**src/logic/dino_run_pkg.sv**
```systemverilog
// Dino run shared constants
package dino_run_pkg;

    // Raster coordinate width
    localparam int COORD_W = 11;

    // Horizontal timing in clock cycles
    localparam logic [10:0] H_ACTIVE = 11'd1280;
    localparam logic [10:0] H_FRONT  = 11'd32;
    localparam logic [10:0] H_SYNC   = 11'd192;
    localparam logic [10:0] H_BACK   = 11'd96;
    localparam logic [10:0] H_TOTAL  = H_ACTIVE + H_FRONT + H_SYNC + H_BACK;

    // Vertical timing in lines
    localparam logic [9:0] V_ACTIVE = 10'd480;
    localparam logic [9:0] V_FRONT  = 10'd10;
    localparam logic [9:0] V_SYNC   = 10'd2;
    localparam logic [9:0] V_BACK   = 10'd33;
    localparam logic [9:0] V_TOTAL  = V_ACTIVE + V_FRONT + V_SYNC + V_BACK;

    // Lanes: small cactus, cactus group, lava, pterodactyl
    localparam int NUM_LANES = 4;
    localparam logic [10:0] LANE_START_X [NUM_LANES] = '{11'd1200, 11'd1600, 11'd1800, 11'd1400};
    localparam logic [10:0] LANE_Y       [NUM_LANES] = '{11'd248, 11'd248, 11'd248, 11'd200};
    localparam logic [10:0] LANE_W       [NUM_LANES] = '{11'd32, 11'd64, 11'd32, 11'd32};

    // All boxes share one height
    localparam logic [10:0] OBJ_H = 11'd32;

    localparam logic [10:0] DINO_X = 11'd100;
    localparam logic [10:0] DINO_Y = 11'd248;
    localparam logic [10:0] DINO_W = 11'd32;

    localparam logic [10:0] BANNER_X = 11'd560;
    localparam logic [10:0] BANNER_Y = 11'd200;
    localparam logic [10:0] BANNER_W = 11'd160;

    localparam logic [23:0] SKY_RGB    = 24'h87CEEB;
    localparam logic [23:0] DINO_RGB   = 24'h535353;
    localparam logic [23:0] BANNER_RGB = 24'hFFD700;
    localparam logic [23:0] LANE_RGB [NUM_LANES] = '{24'h2E8B57, 24'h006400, 24'hFF4500, 24'h8B4513};

    localparam int          SCORE_W   = 17;
    localparam logic [16:0] SCORE_MAX = 17'd99999;

    // Controller report bit for replay
    localparam int REPLAY_BIT = 4;

endpackage

```
**src/logic/raster_if.sv**
```systemverilog
// Raster position and sync
`timescale 1ns/1ps

interface raster_if;
    import dino_run_pkg::*;

    logic [COORD_W-1:0]        hcount;
    logic [$bits(V_TOTAL)-1:0] vcount;
    logic                      hsync_n;
    logic                      vsync_n;
    logic                      blank_n;
    logic                      pix_clk;

    modport source (output hcount, vcount, hsync_n, vsync_n, blank_n, pix_clk);
    modport sink   (input hcount, vcount);
    modport pins   (input hsync_n, vsync_n, blank_n, pix_clk);

endinterface

```
**src/logic/dino_run.sv**
```systemverilog
// Dino runner game core
`timescale 1ns/1ps

module dino_run #(
    parameter int MOTION_TICKS = 2_000_000
) (
    input  logic                             clk,
    input  logic                             reset,
    input  logic [7:0]                       controller_report,
    output logic [7:0]                       vga_r,
    output logic [7:0]                       vga_g,
    output logic [7:0]                       vga_b,
    output logic                             vga_clk,
    output logic                             vga_hs,
    output logic                             vga_vs,
    output logic                             vga_blank_n,
    output logic                             vga_sync_n,
    output logic [dino_run_pkg::SCORE_W-1:0] score
);
    import dino_run_pkg::*;

    raster_if raster ();

    logic                 step;
    logic                 restart;
    logic                 game_over;
    logic [NUM_LANES-1:0] hit;
    logic [NUM_LANES-1:0] covers;

    vga_timing u_timing (
        .clk    (clk),
        .reset  (reset),
        .raster (raster)
    );

    motion_clock #(
        .MOTION_TICKS (MOTION_TICKS)
    ) u_motion (
        .clk       (clk),
        .reset     (reset),
        .game_over (game_over),
        .step      (step)
    );

    for (genvar i = 0; i < NUM_LANES; i++) begin : g_lane
        obstacle_lane #(
            .LANE (i)
        ) u_lane (
            .clk     (clk),
            .reset   (reset),
            .step    (step),
            .restart (restart),
            .raster  (raster),
            .hit     (hit[i]),
            .covers  (covers[i])
        );
    end

    game_state u_state (
        .clk       (clk),
        .reset     (reset),
        .step      (step),
        .hit       (hit),
        .replay    (controller_report[REPLAY_BIT]),
        .game_over (game_over),
        .restart   (restart),
        .score     (score)
    );

    pixel_painter u_painter (
        .clk       (clk),
        .reset     (reset),
        .game_over (game_over),
        .covers    (covers),
        .raster    (raster),
        .rgb_r     (vga_r),
        .rgb_g     (vga_g),
        .rgb_b     (vga_b)
    );

    // VGA pins
    assign vga_clk     = raster.pix_clk;
    assign vga_hs      = raster.hsync_n;
    assign vga_vs      = raster.vsync_n;
    assign vga_blank_n = raster.blank_n;
    assign vga_sync_n  = 1'b0;

endmodule

```
**src/logic/game_state.sv**
```systemverilog
// Run state, replay and score
`timescale 1ns/1ps

module game_state (
    input  logic                               clk,
    input  logic                               reset,
    input  logic                               step,
    input  logic [dino_run_pkg::NUM_LANES-1:0] hit,
    input  logic                               replay,
    output logic                               game_over,
    output logic                               restart,
    output logic [dino_run_pkg::SCORE_W-1:0]   score
);
    import dino_run_pkg::*;

    always_ff @(posedge clk or posedge reset) begin
        if (reset) begin
            game_over <= 1'b0;
            restart   <= 1'b0;
        end else begin
            restart <= 1'b0;
            if (game_over) begin
                if (replay) begin
                    game_over <= 1'b0;
                    restart   <= 1'b1;
                end
            end else if (|hit && !restart) begin
                // Hit is stale until the lanes reload on restart
                game_over <= 1'b1;
            end
        end
    end

    // Kept across replay
    always_ff @(posedge clk or posedge reset) begin
        if (reset) begin
            score <= '0;
        end else if (step) begin
            score <= (score == SCORE_MAX) ? '0 : score + 1'b1;
        end
    end

endmodule

```
**src/logic/motion_clock.sv**
```systemverilog
// Obstacle step divider
`timescale 1ns/1ps

module motion_clock #(
    parameter int MOTION_TICKS = 2_000_000
) (
    input  logic clk,
    input  logic reset,
    input  logic game_over,
    output logic step
);
    localparam int TICK_W = $clog2(MOTION_TICKS + 1);

    logic [TICK_W-1:0] ticks;
    logic              last_tick;

    assign last_tick = (ticks == TICK_W'(MOTION_TICKS - 1));

    // Holds its count while the game is over
    always_ff @(posedge clk or posedge reset) begin
        if (reset) begin
            ticks <= '0;
        end else if (!game_over) begin
            if (last_tick) begin
                ticks <= '0;
            end else begin
                ticks <= ticks + 1'b1;
            end
        end
    end

    assign step = last_tick && !game_over;

endmodule

```
**src/logic/obstacle_lane.sv**
```systemverilog
// Obstacle lane position and box tests
`timescale 1ns/1ps

module obstacle_lane #(
    parameter int LANE = 0
) (
    input  logic   clk,
    input  logic   reset,
    input  logic   step,
    input  logic   restart,
    raster_if.sink raster,
    output logic   hit,
    output logic   covers
);
    import dino_run_pkg::*;

    logic [COORD_W-1:0] x;

    always_ff @(posedge clk or posedge reset) begin
        if (reset) begin
            x <= LANE_START_X[LANE];
        end else if (restart) begin
            x <= LANE_START_X[LANE];
        end else if (step) begin
            x <= x - 1'b1;
        end
    end

    // Overlap with the dino box, strict on both axes
    assign hit = (x < DINO_X + DINO_W) &&
                 (x + LANE_W[LANE] > DINO_X) &&
                 (LANE_Y[LANE] < DINO_Y + OBJ_H) &&
                 (LANE_Y[LANE] + OBJ_H > DINO_Y);

    // Raster inside this obstacle
    assign covers = (raster.hcount >= x) &&
                    (raster.hcount < x + LANE_W[LANE]) &&
                    (raster.vcount >= LANE_Y[LANE]) &&
                    (raster.vcount < LANE_Y[LANE] + OBJ_H);

endmodule

```
**src/logic/pixel_painter.sv**
```systemverilog
// Flat colour painter
`timescale 1ns/1ps

module pixel_painter (
    input  logic                               clk,
    input  logic                               reset,
    input  logic                               game_over,
    input  logic [dino_run_pkg::NUM_LANES-1:0] covers,
    raster_if.sink                             raster,
    output logic [7:0]                         rgb_r,
    output logic [7:0]                         rgb_g,
    output logic [7:0]                         rgb_b
);
    import dino_run_pkg::*;

    logic        in_dino;
    logic        in_banner;
    logic [23:0] colour;
    logic [23:0] rgb_q;

    assign in_dino = (raster.hcount >= DINO_X) &&
                     (raster.hcount < DINO_X + DINO_W) &&
                     (raster.vcount >= DINO_Y) &&
                     (raster.vcount < DINO_Y + OBJ_H);

    assign in_banner = (raster.hcount >= BANNER_X) &&
                       (raster.hcount < BANNER_X + BANNER_W) &&
                       (raster.vcount >= BANNER_Y) &&
                       (raster.vcount < BANNER_Y + OBJ_H);

    // Later layers overwrite earlier ones
    always_comb begin
        colour = SKY_RGB;
        if (game_over) begin
            if (in_banner) begin
                colour = BANNER_RGB;
            end
        end else begin
            if (in_dino) begin
                colour = DINO_RGB;
            end
            // Higher lane index on top
            for (int i = 0; i < NUM_LANES; i++) begin
                if (covers[i]) begin
                    colour = LANE_RGB[i];
                end
            end
        end
    end

    // One cycle behind the raster counters
    always_ff @(posedge clk or posedge reset) begin
        if (reset) begin
            rgb_q <= '0;
        end else begin
            rgb_q <= colour;
        end
    end

    assign rgb_r = rgb_q[23:16];
    assign rgb_g = rgb_q[15:8];
    assign rgb_b = rgb_q[7:0];

endmodule

```
**src/logic/vga_timing.sv**
```systemverilog
// VGA raster timing generator
`timescale 1ns/1ps

module vga_timing (
    input  logic     clk,
    input  logic     reset,
    raster_if.source raster
);
    import dino_run_pkg::*;

    logic line_end;
    logic frame_end;

    assign line_end  = (raster.hcount == H_TOTAL - 1'b1);
    assign frame_end = (raster.vcount == V_TOTAL - 1'b1);

    always_ff @(posedge clk or posedge reset) begin
        if (reset) begin
            raster.hcount <= '0;
        end else if (line_end) begin
            raster.hcount <= '0;
        end else begin
            raster.hcount <= raster.hcount + 1'b1;
        end
    end

    // Line counter steps once per line
    always_ff @(posedge clk or posedge reset) begin
        if (reset) begin
            raster.vcount <= '0;
        end else if (line_end) begin
            if (frame_end) begin
                raster.vcount <= '0;
            end else begin
                raster.vcount <= raster.vcount + 1'b1;
            end
        end
    end

    assign raster.hsync_n = !((raster.hcount >= H_ACTIVE + H_FRONT) &&
                              (raster.hcount < H_ACTIVE + H_FRONT + H_SYNC));
    assign raster.vsync_n = !((raster.vcount >= V_ACTIVE + V_FRONT) &&
                              (raster.vcount < V_ACTIVE + V_FRONT + V_SYNC));
    assign raster.blank_n = (raster.hcount < H_ACTIVE) && (raster.vcount < V_ACTIVE);

    // Pixel clock at half the system clock
    assign raster.pix_clk = raster.hcount[0];

endmodule

```
**config.mk**
```make
export PLATFORM = sky130hd
export DESIGN_NAME = dino_run
export DESIGN_NICKNAME = d
export VERILOG_FILES = /design/src/logic/dino_run_pkg.sv /design/src/logic/raster_if.sv /design/src/logic/dino_run.sv /design/src/logic/game_state.sv /design/src/logic/motion_clock.sv /design/src/logic/obstacle_lane.sv /design/src/logic/pixel_painter.sv /design/src/logic/vga_timing.sv
export SDC_FILE = /design/constraint.sdc
export NUM_CORES = 1
export LEC_CHECK = 0
export BUFFER_PORTS_ARGS = -buffer_cell sky130_fd_sc_hd__buf_2
export CAP_MARGIN = 40
export CORE_MARGIN = 3
export CORE_UTILIZATION = 56
export CTS_BUF_LIST = sky130_fd_sc_hd__clkbuf_16
export DETAILED_ROUTE_END_ITERATION = 10
export PLACE_DENSITY = 0.85
export SYNTH_ARGS = -nofsm -noshare
export SYNTH_HDL_FRONTEND = slang
export SYNTH_HIERARCHICAL = 1
export SYNTH_SLANG_ARGS = --single-unit
```
**constraint.sdc**
```tcl
create_clock -name clk -period 3.5 [get_ports clk]
set_clock_uncertainty 0.05 [all_clocks]
set_input_delay 0.175 -clock clk [delete_from_list [all_inputs] [get_ports clk]]
set_output_delay 0.175 -clock clk [all_outputs]
set_load 0.03 [all_outputs]
```
# ---- After elaboration in Yosys (flattened, before gate mapping)
# Cells that the tools add are included.
dict set report word_totals {
  ff_bits 129
  input_bits 10
  output_inout_bits 46
}
dict set report op_classes {
  n_addsub 12
  magnitude_cmp 28
  eq_ne 4
  muxes 24
  reduce_logical 32
}
# operator count
set op_table {}
lappend op_table {{2-to-1 mux 24 bit} 6}
lappend op_table {{2-to-1 mux 11 bit} 9}
lappend op_table {{>= comparator 11 bit} 4}
lappend op_table {{< comparator 11 bit} 4}
lappend op_table {{< comparator 11 x 8 -> 1 bit, second input constant} 4}
lappend op_table {{subtractor 11 x 1 -> 11 bit, second input constant} 4}
lappend op_table {{adder 11 x 6 -> 11 bit, second input constant} 3}
lappend op_table {{> comparator 11 x 7 -> 1 bit, second input constant} 3}
lappend op_table {{< comparator 10 x 9 -> 1 bit, second input constant} 3}
lappend op_table {{logical AND 1 bit} 26}
lappend op_table {{2-to-1 mux 23 bit} 1}
lappend op_table {{< comparator 11 bit, second input constant} 2}
lappend op_table {{adder 21 x 1 -> 21 bit, second input constant} 1}
lappend op_table {{equality test 21 bit, second input constant} 1}
lappend op_table {{2-to-1 mux 21 bit} 1}
lappend op_table {{>= comparator 10 x 8 -> 1 bit, second input constant} 2}
lappend op_table {{adder 17 x 1 -> 17 bit, second input constant} 1}
lappend op_table {{equality test 17 bit, second input constant} 1}
lappend op_table {{2-to-1 mux 17 bit} 1}
lappend op_table {{adder 11 x 1 -> 11 bit, second input constant} 1}
lappend op_table {{adder 11 x 7 -> 11 bit, second input constant} 1}
lappend op_table {{equality test 11 bit, second input constant} 1}
lappend op_table {{>= comparator 11 x 10 -> 1 bit, second input constant} 1}
lappend op_table {{>= comparator 11 bit, second input constant} 1}
lappend op_table {{11 further kinds} 18}

# ---- Longest topological paths before layout
# Gate-level depths: netlist of run 1.
dict set report depth {
  ltp_word 10
  depth_mapped 13
  mapped_depth_nobuf 12
}

# ---- Hierarchy
# Netlist of run 1, hierarchy kept.
# module n_inst cells_per_inst area_each_um2 seq_area_each_um2
set by_module_without_submodules {}
lappend by_module_without_submodules {vga_timing 1 120 1208.7 525.5}
lappend by_module_without_submodules {{obstacle_lane (g_lane[0].u_lane)} 1 130 1168.6 280.3}
lappend by_module_without_submodules {{obstacle_lane (g_lane[2].u_lane)} 1 137 1156.1 280.3}
lappend by_module_without_submodules {{obstacle_lane (g_lane[1].u_lane)} 1 133 1111.1 279.0}
lappend by_module_without_submodules {motion_clock 1 102 1091.0 525.5}
lappend by_module_without_submodules {{obstacle_lane (g_lane[3].u_lane)} 1 124 1086.0 282.8}
lappend by_module_without_submodules {pixel_painter 1 85 922.1 500.5}
lappend by_module_without_submodules {game_state 1 89 905.9 475.5}
lappend by_module_without_submodules {dino_run 1 2 11.3 0.0}

# ---- Worst setup path before layout of run 1
# Ideal clock, no wire load.
dict set report synth_timing {
  path_kind {flip-flop to flip-flop}
  start {register u_state.game_over}
  end {register u_state/score[5] (netlist bit)}
  setup_ns 0.130
  arrival_time_ns 2.732
  required_ns 3.320
  slack_ns 0.588
  stages_incl_launch_ff 10
  path_buffers 2
  synth_period_minus_slack_ns 2.912
  path_cell_list {dfrtp_1 and4b_2 nand3_1 nor2_2 buf_2 nand4_1 nor2_1 and3_1 buf_6 a21oi_1}
}
dict set report synth_between {
  elab_chain_len 2
}
# item line
set synth_lines {}
lappend synth_lines {{start, declared} game_state.sv:10} ;# output logic game_over,
lappend synth_lines {{start signal, assigned} game_state.sv:18} ;# game_over <= 1'b0;
lappend synth_lines {{start signal, assigned} game_state.sv:24} ;# game_over <= 1'b0;
lappend synth_lines {{start signal, assigned} game_state.sv:29} ;# game_over <= 1'b1;
lappend synth_lines {{logical NOT 1 bit} -}
lappend synth_lines {{logical AND 1 bit} motion_clock.sv:32} ;# assign step = last_tick && !game_over;
lappend synth_lines {{named net step} dino_run.sv:24} ;# logic step;
lappend synth_lines {{end signal, assigned} game_state.sv:39} ;# score <= (score == SCORE_MAX) ? '0 : score + 1'b1;
lappend synth_lines {{end, declared} game_state.sv:12} ;# output logic [dino_run_pkg::SCORE_W-1:0] score
# The timed path passes the listed nets, and every way through them passes these cells.
# A chain may end at the register's enable or synchronous reset.

# ---- Worst setup path in the final report of run 1
dict set report layout_timing {
  start {register g_lane[0].u_lane.x[5]}
  end {register u_painter.rgb_q[11]}
}
dict set report layout_between {
  elab_chain_len 10
}
# item line
set layout_lines {}
lappend layout_lines {{start, declared} obstacle_lane.sv:17} ;# logic [COORD_W-1:0] x;
lappend layout_lines {{start signal, assigned} obstacle_lane.sv:21} ;# x <= LANE_START_X[LANE];
lappend layout_lines {{start signal, assigned} obstacle_lane.sv:23} ;# x <= LANE_START_X[LANE];
lappend layout_lines {{start signal, assigned} obstacle_lane.sv:25} ;# x <= x - 1'b1;
lappend layout_lines {{adder 11 x 6 -> 11 bit} obstacle_lane.sv:37} ;# (raster.hcount < x + LANE_W[LANE]) &&
lappend layout_lines {{< comparator 11 bit} obstacle_lane.sv:37}
lappend layout_lines {{logical AND 1 bit *} obstacle_lane.sv:36} ;# assign covers = (raster.hcount >= x) &&
lappend layout_lines {{logical AND 1 bit *} obstacle_lane.sv:37}
lappend layout_lines {{logical AND 1 bit *} obstacle_lane.sv:38} ;# (raster.vcount >= LANE_Y[LANE]) &&
lappend layout_lines {{named net covers[0]} dino_run.sv:28} ;# logic [NUM_LANES-1:0] covers;
lappend layout_lines {{2-to-1 mux 24 bit * (4 in series)} pixel_painter.sv:44} ;# if (covers[i]) begin
lappend layout_lines {{2-to-1 mux 24 bit *} pixel_painter.sv:34} ;# if (game_over) begin
lappend layout_lines {{named net u_painter.colour[11]} pixel_painter.sv:18} ;# logic [23:0] colour;
lappend layout_lines {{end signal, assigned} pixel_painter.sv:56} ;# rgb_q <= colour;
lappend layout_lines {{end, declared} pixel_painter.sv:19} ;# logic [23:0] rgb_q;
# Mark *: on every way through the listed nets, which the timed path passes. The rest lies on a longest branch.

==> results of run 1 <==
-- stage by stage --
step	cell area, um^2	utilization
after CTS	9640	0.651
after global routing	9640	0.651
after global placement	9080	0.613
after floorplan	8660	-
after detailed placement	9080	0.613
final	9640	0.651
-- worst min-delay path by stage --
stage | cells past startpoint | to | slack, ps
2_1_floorplan | 1 | g_lane[3].u_lane/x[0] | -30
3_3_place_gp | 2 | g_lane[2].u_lane/x[7] | 250
3_5_place_dp | 2 | g_lane[1].u_lane/x[7] | 260
4_1_cts | 3 | g_lane[1].u_lane/x[0] | 360
5_1_grt | 3 | g_lane[1].u_lane/x[1] | 410
6_report | 3 | g_lane[1].u_lane/x[0] | 360
-- kinds of logic (layout without fill, tap and decap cells) --
family,after synthesis,in the layout,synth area share
flops,125,125,0.364
buf+inv,103,171,0.0532
mux,6,6,0.00693
other cells,2,2,0.000867
simple gates,353,353,0.238
xor+xnor,93,93,0.0949
compound gates,157,157,0.122
fa+ha+maj,83,83,0.120
-- repair_timing --
action / CTS / global route
buffers inserted: 0 / 0
gates resized for setup: 0 / 0
hold buffers: 2 / 0
endpoints found under the hold margin: 97 / 0
-- cell usage after synthesis, types with 4 or more instances --
cell	number
dfrtp_1	108
ha_1	83
nor2_1	77
xnor2_1	76
inv_1	75
nand2_1	51
nand3_1	47
a21oi_1	37
o21ai_0	32
nor3_1	26
nand2b_1	25
nand4_1	19
dfstp_2	17
xor2_1	16
and3_1	14
nor4_1	13
a211oi_1	11
buf_4	11
o31ai_1	9
a31oi_1	7
or3_1	7
and2_1	6
buf_2	6
clkbuf_1	6
mux2i_1	6
o2111ai_1	6
a21o_1	5
and4_1	5
nand4b_1	5
nor2b_1	5
o211ai_1	5
nand3b_1	4
or4_1	4
-- final cells by class --
cell class	count	area, um^2	area share
inverter	75	282	0.0292
clock inverter	15	114	0.0118
sequential	125	3150	0.327
tap	184	230	0.0239
clock buffer	17	425	0.0441
timing repair buffer	64	380	0.0395
multi-input combinational	694	5060	0.525
-- worst register-to-register path, cell delays in order, from the launching register on --
cell and delay, ps:
dfstp_2 570, inv_1 130, ha_1 330, inv_1 50, ha_1 310, nand4b_1 110
a21oi_1 150, a211oi_1 80, o41ai_1 460, a211oi_2 210, nor4_4 400, nand2_2 110
a21boi_1 140
-- layer usage --
metal,vias to the layer above,global-route usage
met5,-,0
met3,29,0.0565
li1,3386,-
met1,3416,0.281
met2,173,0.373
met4,0,0.0780
-- power groups by stage --
stage	Clock, mW	Sequential (mW)	Combinational [mW]
3_3_place_gp	0	1.72	0.666
2_1_floorplan	0	1.73	0.537
3_5_place_dp	0	1.73	0.691
5_1_grt	1.69	1.73	0.781
4_1_cts	1.62	1.71	0.697
6_report	1.59	1.71	0.697
-- registers in the layout (all words and copies together), names as in the netlist --
| signal | count |
|---|---|
| g_lane.u_lane/x | 44 |
| u_state/score | 17 |
| u_timing/raster.vcount | 10 |
| u_state/restart | 1 |
| u_painter/rgb_q | 20 |
| u_timing/raster.hcount | 11 |
| u_motion/ticks | 21 |
| u_state/game_over | 1 |
==> reports/qor.yml, run 1 <==
synthesis:
  yosysWarnings: 6
  synth_edf_count: 0
  postSynthAreaPerCell_um2: 9.39
  synth_ff_type: "dfrtp_1"
  synth_top_cell_by_area: "dfrtp_1"
  synth-seq-cells: 125
  postSynthCellCount: 922
  netlist.area_leader.share: 0.312
  async_flop_share: 1.00
  ys_seq_area_frac: 0.364
  ys_types: 94
  synth_top_cells_by_area: "dfrtp_1, ha_1, xnor2_1, dfstp_2, nor2_1"
  synth_area_um2: 8660
  synth_fp_nets: 1015
die:
  die_w_um: 130
  fp-row-count: 44
  chipHeight_um: 130
  pin_count: 56
  core_area_um2: 14800
  dieArea_um2: 17000
  initial_core_util: 0.585
clock_network:
  cts.sinks: 125
  cts_buffers: 17
  cts_max_path_buffers: 2
  tritoncts: "yes"
  clock_latency_ps: 430
  htreeDepth: 4
  root_buffer: "clkbuf_16"
  clkSlewWorstSetupHoldPaths_ps: 60
setup_path:
  path_depth: 12
  crit_buf_inv: 2
  reg2reg_slack_ps: 280
  critPathMaxStageDelay_ps: 570
  crit_chain: "inv_1 > ha_1 > inv_1 > ha_1 > nand4b_1 > a21oi_1 > a211oi_1 > o41ai_1 > a211oi_2 > nor4_4 > nand2_2 > a21boi_1"
  cp_max_fo: 6
  reg2reg_to: "u_painter/rgb_q[11]"
  reg2reg_depth: 12
  arrival_ps: 3470
  worstSetupStartpointType: "register"
  r2r_start: "g_lane[0].u_lane/x[5]"
  path_class: "reg2reg"
  cp_slowest_cell: "dfstp_2"
  cp-end-kind: "register"
  crit_end: "u_painter/rgb_q[11]"
  critPathLaunch: "g_lane[0].u_lane/x[5]"
  required_ps: 3750
  path_delay_family: "compound AO/OA/AOI/OAI gates"
sta:
  fin_ws_ps: 275
  tns_ps: 0
  fin_crit_ps: 3220
  worstMarginPinSlew_ps: 809
  max_slew_margin: 0.457
  finalHoldViolCount: 0
  rsz0062_at_grt: "no"
  whs_ps: 361
  setup_viol: 0
  max_freq_mhz: 310
  slew_violations: 0
  fin_crit_sh: 0.921
placed_design:
  gp_congestion: 0.855
  hpwl_mm: 13.1
  portBuffers: 47
  dp_slack_ps: 408
  dp.cells: 1140
pwr:
  internal_power_mw: 2.75
  switching_share: 0.310
  power_mw: 3.99
  total_leakage_power_nw: 4.38
  vdd_drop_max_v: 0.000349
  seq_power_share: 0.428
  p_sw_mw: 1.24
  power.density_nw_per_um2: 414
  pwr-share-clk: 0.398
  power_frac_comb: 0.175
layout:
  drive_above_1_share: 0.152
  antenna_cells: 0
  stdcell_count: 1174
  area_delta_synth_final_pct: 11.3
  final_common_cell: "dfrtp_1"
  layout_common_cells: "dfrtp_1, ha_1, nor2_1"
  finalNetCount: 1070
  n_fill_cell: 1134
global_routing:
  grt_max_degree: 34
  track_usage: 0.223
  antenna_found_initial: 0
  grt_pass1_wl_mm: 30.8
  grt_overflow: 0
  grt_pass1_vias: 6687
route:
  top_layer_used: "met4"
  drt_iter0_markers: 453
  num_vias: 7004
  wl_per_cell_um: 15.6
  ant_nets: 0
  wl_mm: 18.4
  vias_per_cell: 5.97
  wl_met2_mm: 9.05
  dr.pass1.iters: 5
  wl_met3_um: 821
  drt-met1-wl_mm: 8.18
  remaining_drc_errors: 0
hold_path:
  hp-class: "in2async"
run_status:
  status: "completed"
run:
  drv_cap: 0
(Power assumes the default switching activity.)
==> run 2: changes to the inputs <==
CELL_PAD_IN_SITES_DETAIL_PLACEMENT = 0   (was default)
CELL_PAD_IN_SITES_GLOBAL_PLACEMENT = 1   (was default)
CORE_UTILIZATION = 48   (was 56)
PLACE_DENSITY = 0.91   (was 0.85)
==> reports/qor.yml, run 2 (synthesis results as in run 1) <==
run_status:
  status: "completed"
setup_path:
  path_class: "reg2reg"
  worstSetupStartpointType: "register"
  cp_max_fo: 6  # unchanged
  crit_chain: "inv_1 > ha_1 > inv_1 > ha_1 > a211o_1 > a211oi_1 > o41ai_1 > a211oi_2 > nor2b_1 > nor2_1 > o31ai_1"
  critPathMaxStageDelay_ps: 570  # about the same
  arrival_ps: 3500  # +30 ps
  cp_slowest_cell: "dfstp_2"
  required_ps: 3770  # +20 ps
  cp-end-kind: "register"
global_routing:
  grt_pass1_wl_mm: 32.1  # +4.5%
  grt_overflow: 0  # unchanged
  grt_pass1_vias: 6560  # -1.9%
  antenna_found_initial: 0  # unchanged
  grt_max_degree: 39  # +15%
  track_usage: 0.196  # -0.0268
clock_network:
  cts.sinks: 125  # unchanged
  tritoncts: "yes"
  cts_max_path_buffers: 2  # unchanged
  clkSlewWorstSetupHoldPaths_ps: 60  # about the same
  root_buffer: "clkbuf_16"
  cts_buffers: 17  # unchanged
  clock_latency_ps: 420  # about the same
  ctsResizeCount: 0  # unchanged
  post_cts_buffers: 0  # unchanged
  htreeDepth: 4  # unchanged
  ctsHoldBuffers: 2  # unchanged
pwr:
  power.density_nw_per_um2: 429  # +3.5%
  p_sw_mw: 1.22  # -1.7%
  seq_power_share: 0.409  # -0.019
  total_leakage_power_nw: 4.42  # +0.85%
  power_frac_comb: 0.166  # -0.009
  internal_power_mw: 2.96  # +7.4%
  pwr-share-clk: 0.425  # +0.027
  switching_share: 0.292  # -0.0186
  power_mw: 4.17  # +4.6%
  vdd_drop_max_v: 0.000381  # +9.3%
die:
  core_area_um2: 17500  # +18%
  initial_core_util: 0.496  # -0.0893
  dieArea_um2: 19700  # +16%
  fp-row-count: 48  # +9.1%
  pin_count: 56  # unchanged
  die_w_um: 140  # +7.6%
  chipHeight_um: 140  # +7.6%
placed_design:
  post_dp_cell_area_um2: 9120  # +0.43%
  gp_congestion: 0.831  # -2.8%
  hpwl_mm: 13.4  # +1.6%
  portBuffers: 47  # unchanged
sta:
  max_slew_margin: 0.460  # +0.00273
  max_freq_mhz: 309  # -0.20%
  whs_ps: 362  # +1.06 ps
  setup_viol: 0  # unchanged
  worstMarginPinSlew_ps: 809  # +0.491 ps
  finalHoldViolCount: 0  # unchanged
  tns_ps: 0  # unchanged
  slew_violations: 0  # unchanged
  rsz0062_at_grt: "no"
  fin_crit_sh: 0.923  # +0.00185
  fin_crit_ps: 3230  # +6.47 ps
route:
  num_vias: 6778  # -3.2%
  wl_per_cell_um: 15.2  # -2.6%
  drt_iter0_markers: 422  # -6.8%
  ant_nets: 0  # unchanged
  vias_per_cell: 5.58  # -6.4%
  dr.pass1.iters: 4  # -1
  remaining_drc_errors: 0  # unchanged
  wl_mm: 18.5  # +0.68%
layout:
  largestRegisters: "g_lane.u_lane/x x44, u_motion/ticks x21, u_painter/rgb_q x20"
  antenna_cells: 0  # unchanged
  regMostFlops: "g_lane.u_lane/x"
  largest_register_ffs: 44  # unchanged
  n_fill_cell: 1518  # +34%
  stdcell_area_um2: 9730  # +1.0%
  finalNetCount: 1070  # unchanged
  layout_common_cells: "dfrtp_1, ha_1, nor2_1"
  final_common_cell: "dfrtp_1"
  drive_above_1_share: 0.152  # +0.000153
  area_delta_synth_final_pct: 12.4
hold_path:
  hp-class: "in2async"
run:
  drv_cap: 0  # unchanged
run 2: critical path, delay by kind of cell, from the launching register on:
family	cells	cell delay (ps)
simple gates	2	340
fa+ha+maj	2	620
compound gates	5	1370
buf+inv	2	180
flops	1	570
run 2: power groups by stage:
stage | Clock [mW] | Combinational (mW) | Sequential [mW]
floorplan | 0 | 0.537 | 1.73
global placement | 0 | 0.682 | 1.73
detailed placement | 0 | 0.693 | 1.73
CTS | 1.82 | 0.700 | 1.71
global route | 1.88 | 0.800 | 1.73
finish | 1.77 | 0.694 | 1.71
run 2: area by class of cell:
type,count,area [um^2],area share
multi-input combinational,694,5060,0.520
tap,225,282,0.0289
sequential,125,3150,0.324
inverter,75,282,0.0289
timing repair buffer,64,368,0.0378
clock inverter,14,171,0.0176
clock buffer,17,425,0.0437
run 2: per-layer routing:
layer / GRT usage / vias up / wire length (um)
li1: - / 3400 / -
met1: 0.267 / 3252 / 8900
met2: 0.324 / 108 / 8730
met3: 0.0393 / 18 / 674
met4: 0.0459 / 0 / 193
met5: 0 / - / 0
run 2: path summary, 6_finish.rpt:
kind | startpoint | to | cells after the start | slack, ps
worst max-delay path | g_lane[0].u_lane/x[5] | u_painter/rgb_q[21] | 11 | 270
worst min-delay path | reset | g_lane[1].u_lane/x[0] | 3 | 360
worst max register to register | g_lane[0].u_lane/x[5] | u_painter/rgb_q[21] | 11 | 270
worst min register to register | u_motion/ticks[20] | u_motion/ticks[20] | 1 | 420
max in group asynchronous | reset | u_timing/raster.hcount[0] | 3 | 2360
min in group clk | u_motion/ticks[20] | u_motion/ticks[20] | 1 | 420
run 2: stage by stage:
| stage | setup slack, ps | std cells | util |
|---|---|---|---|
| floorplan | 588 | 922 | - |
| global placement | 412 | 1181 | 0.522 |
| detailed placement | 374 | 1181 | 0.522 |
| CTS | 254 | 1214 | 0.557 |
| global route | 80.9 | 1214 | 0.557 |
| finish | 269 | 1214 | 0.557 |
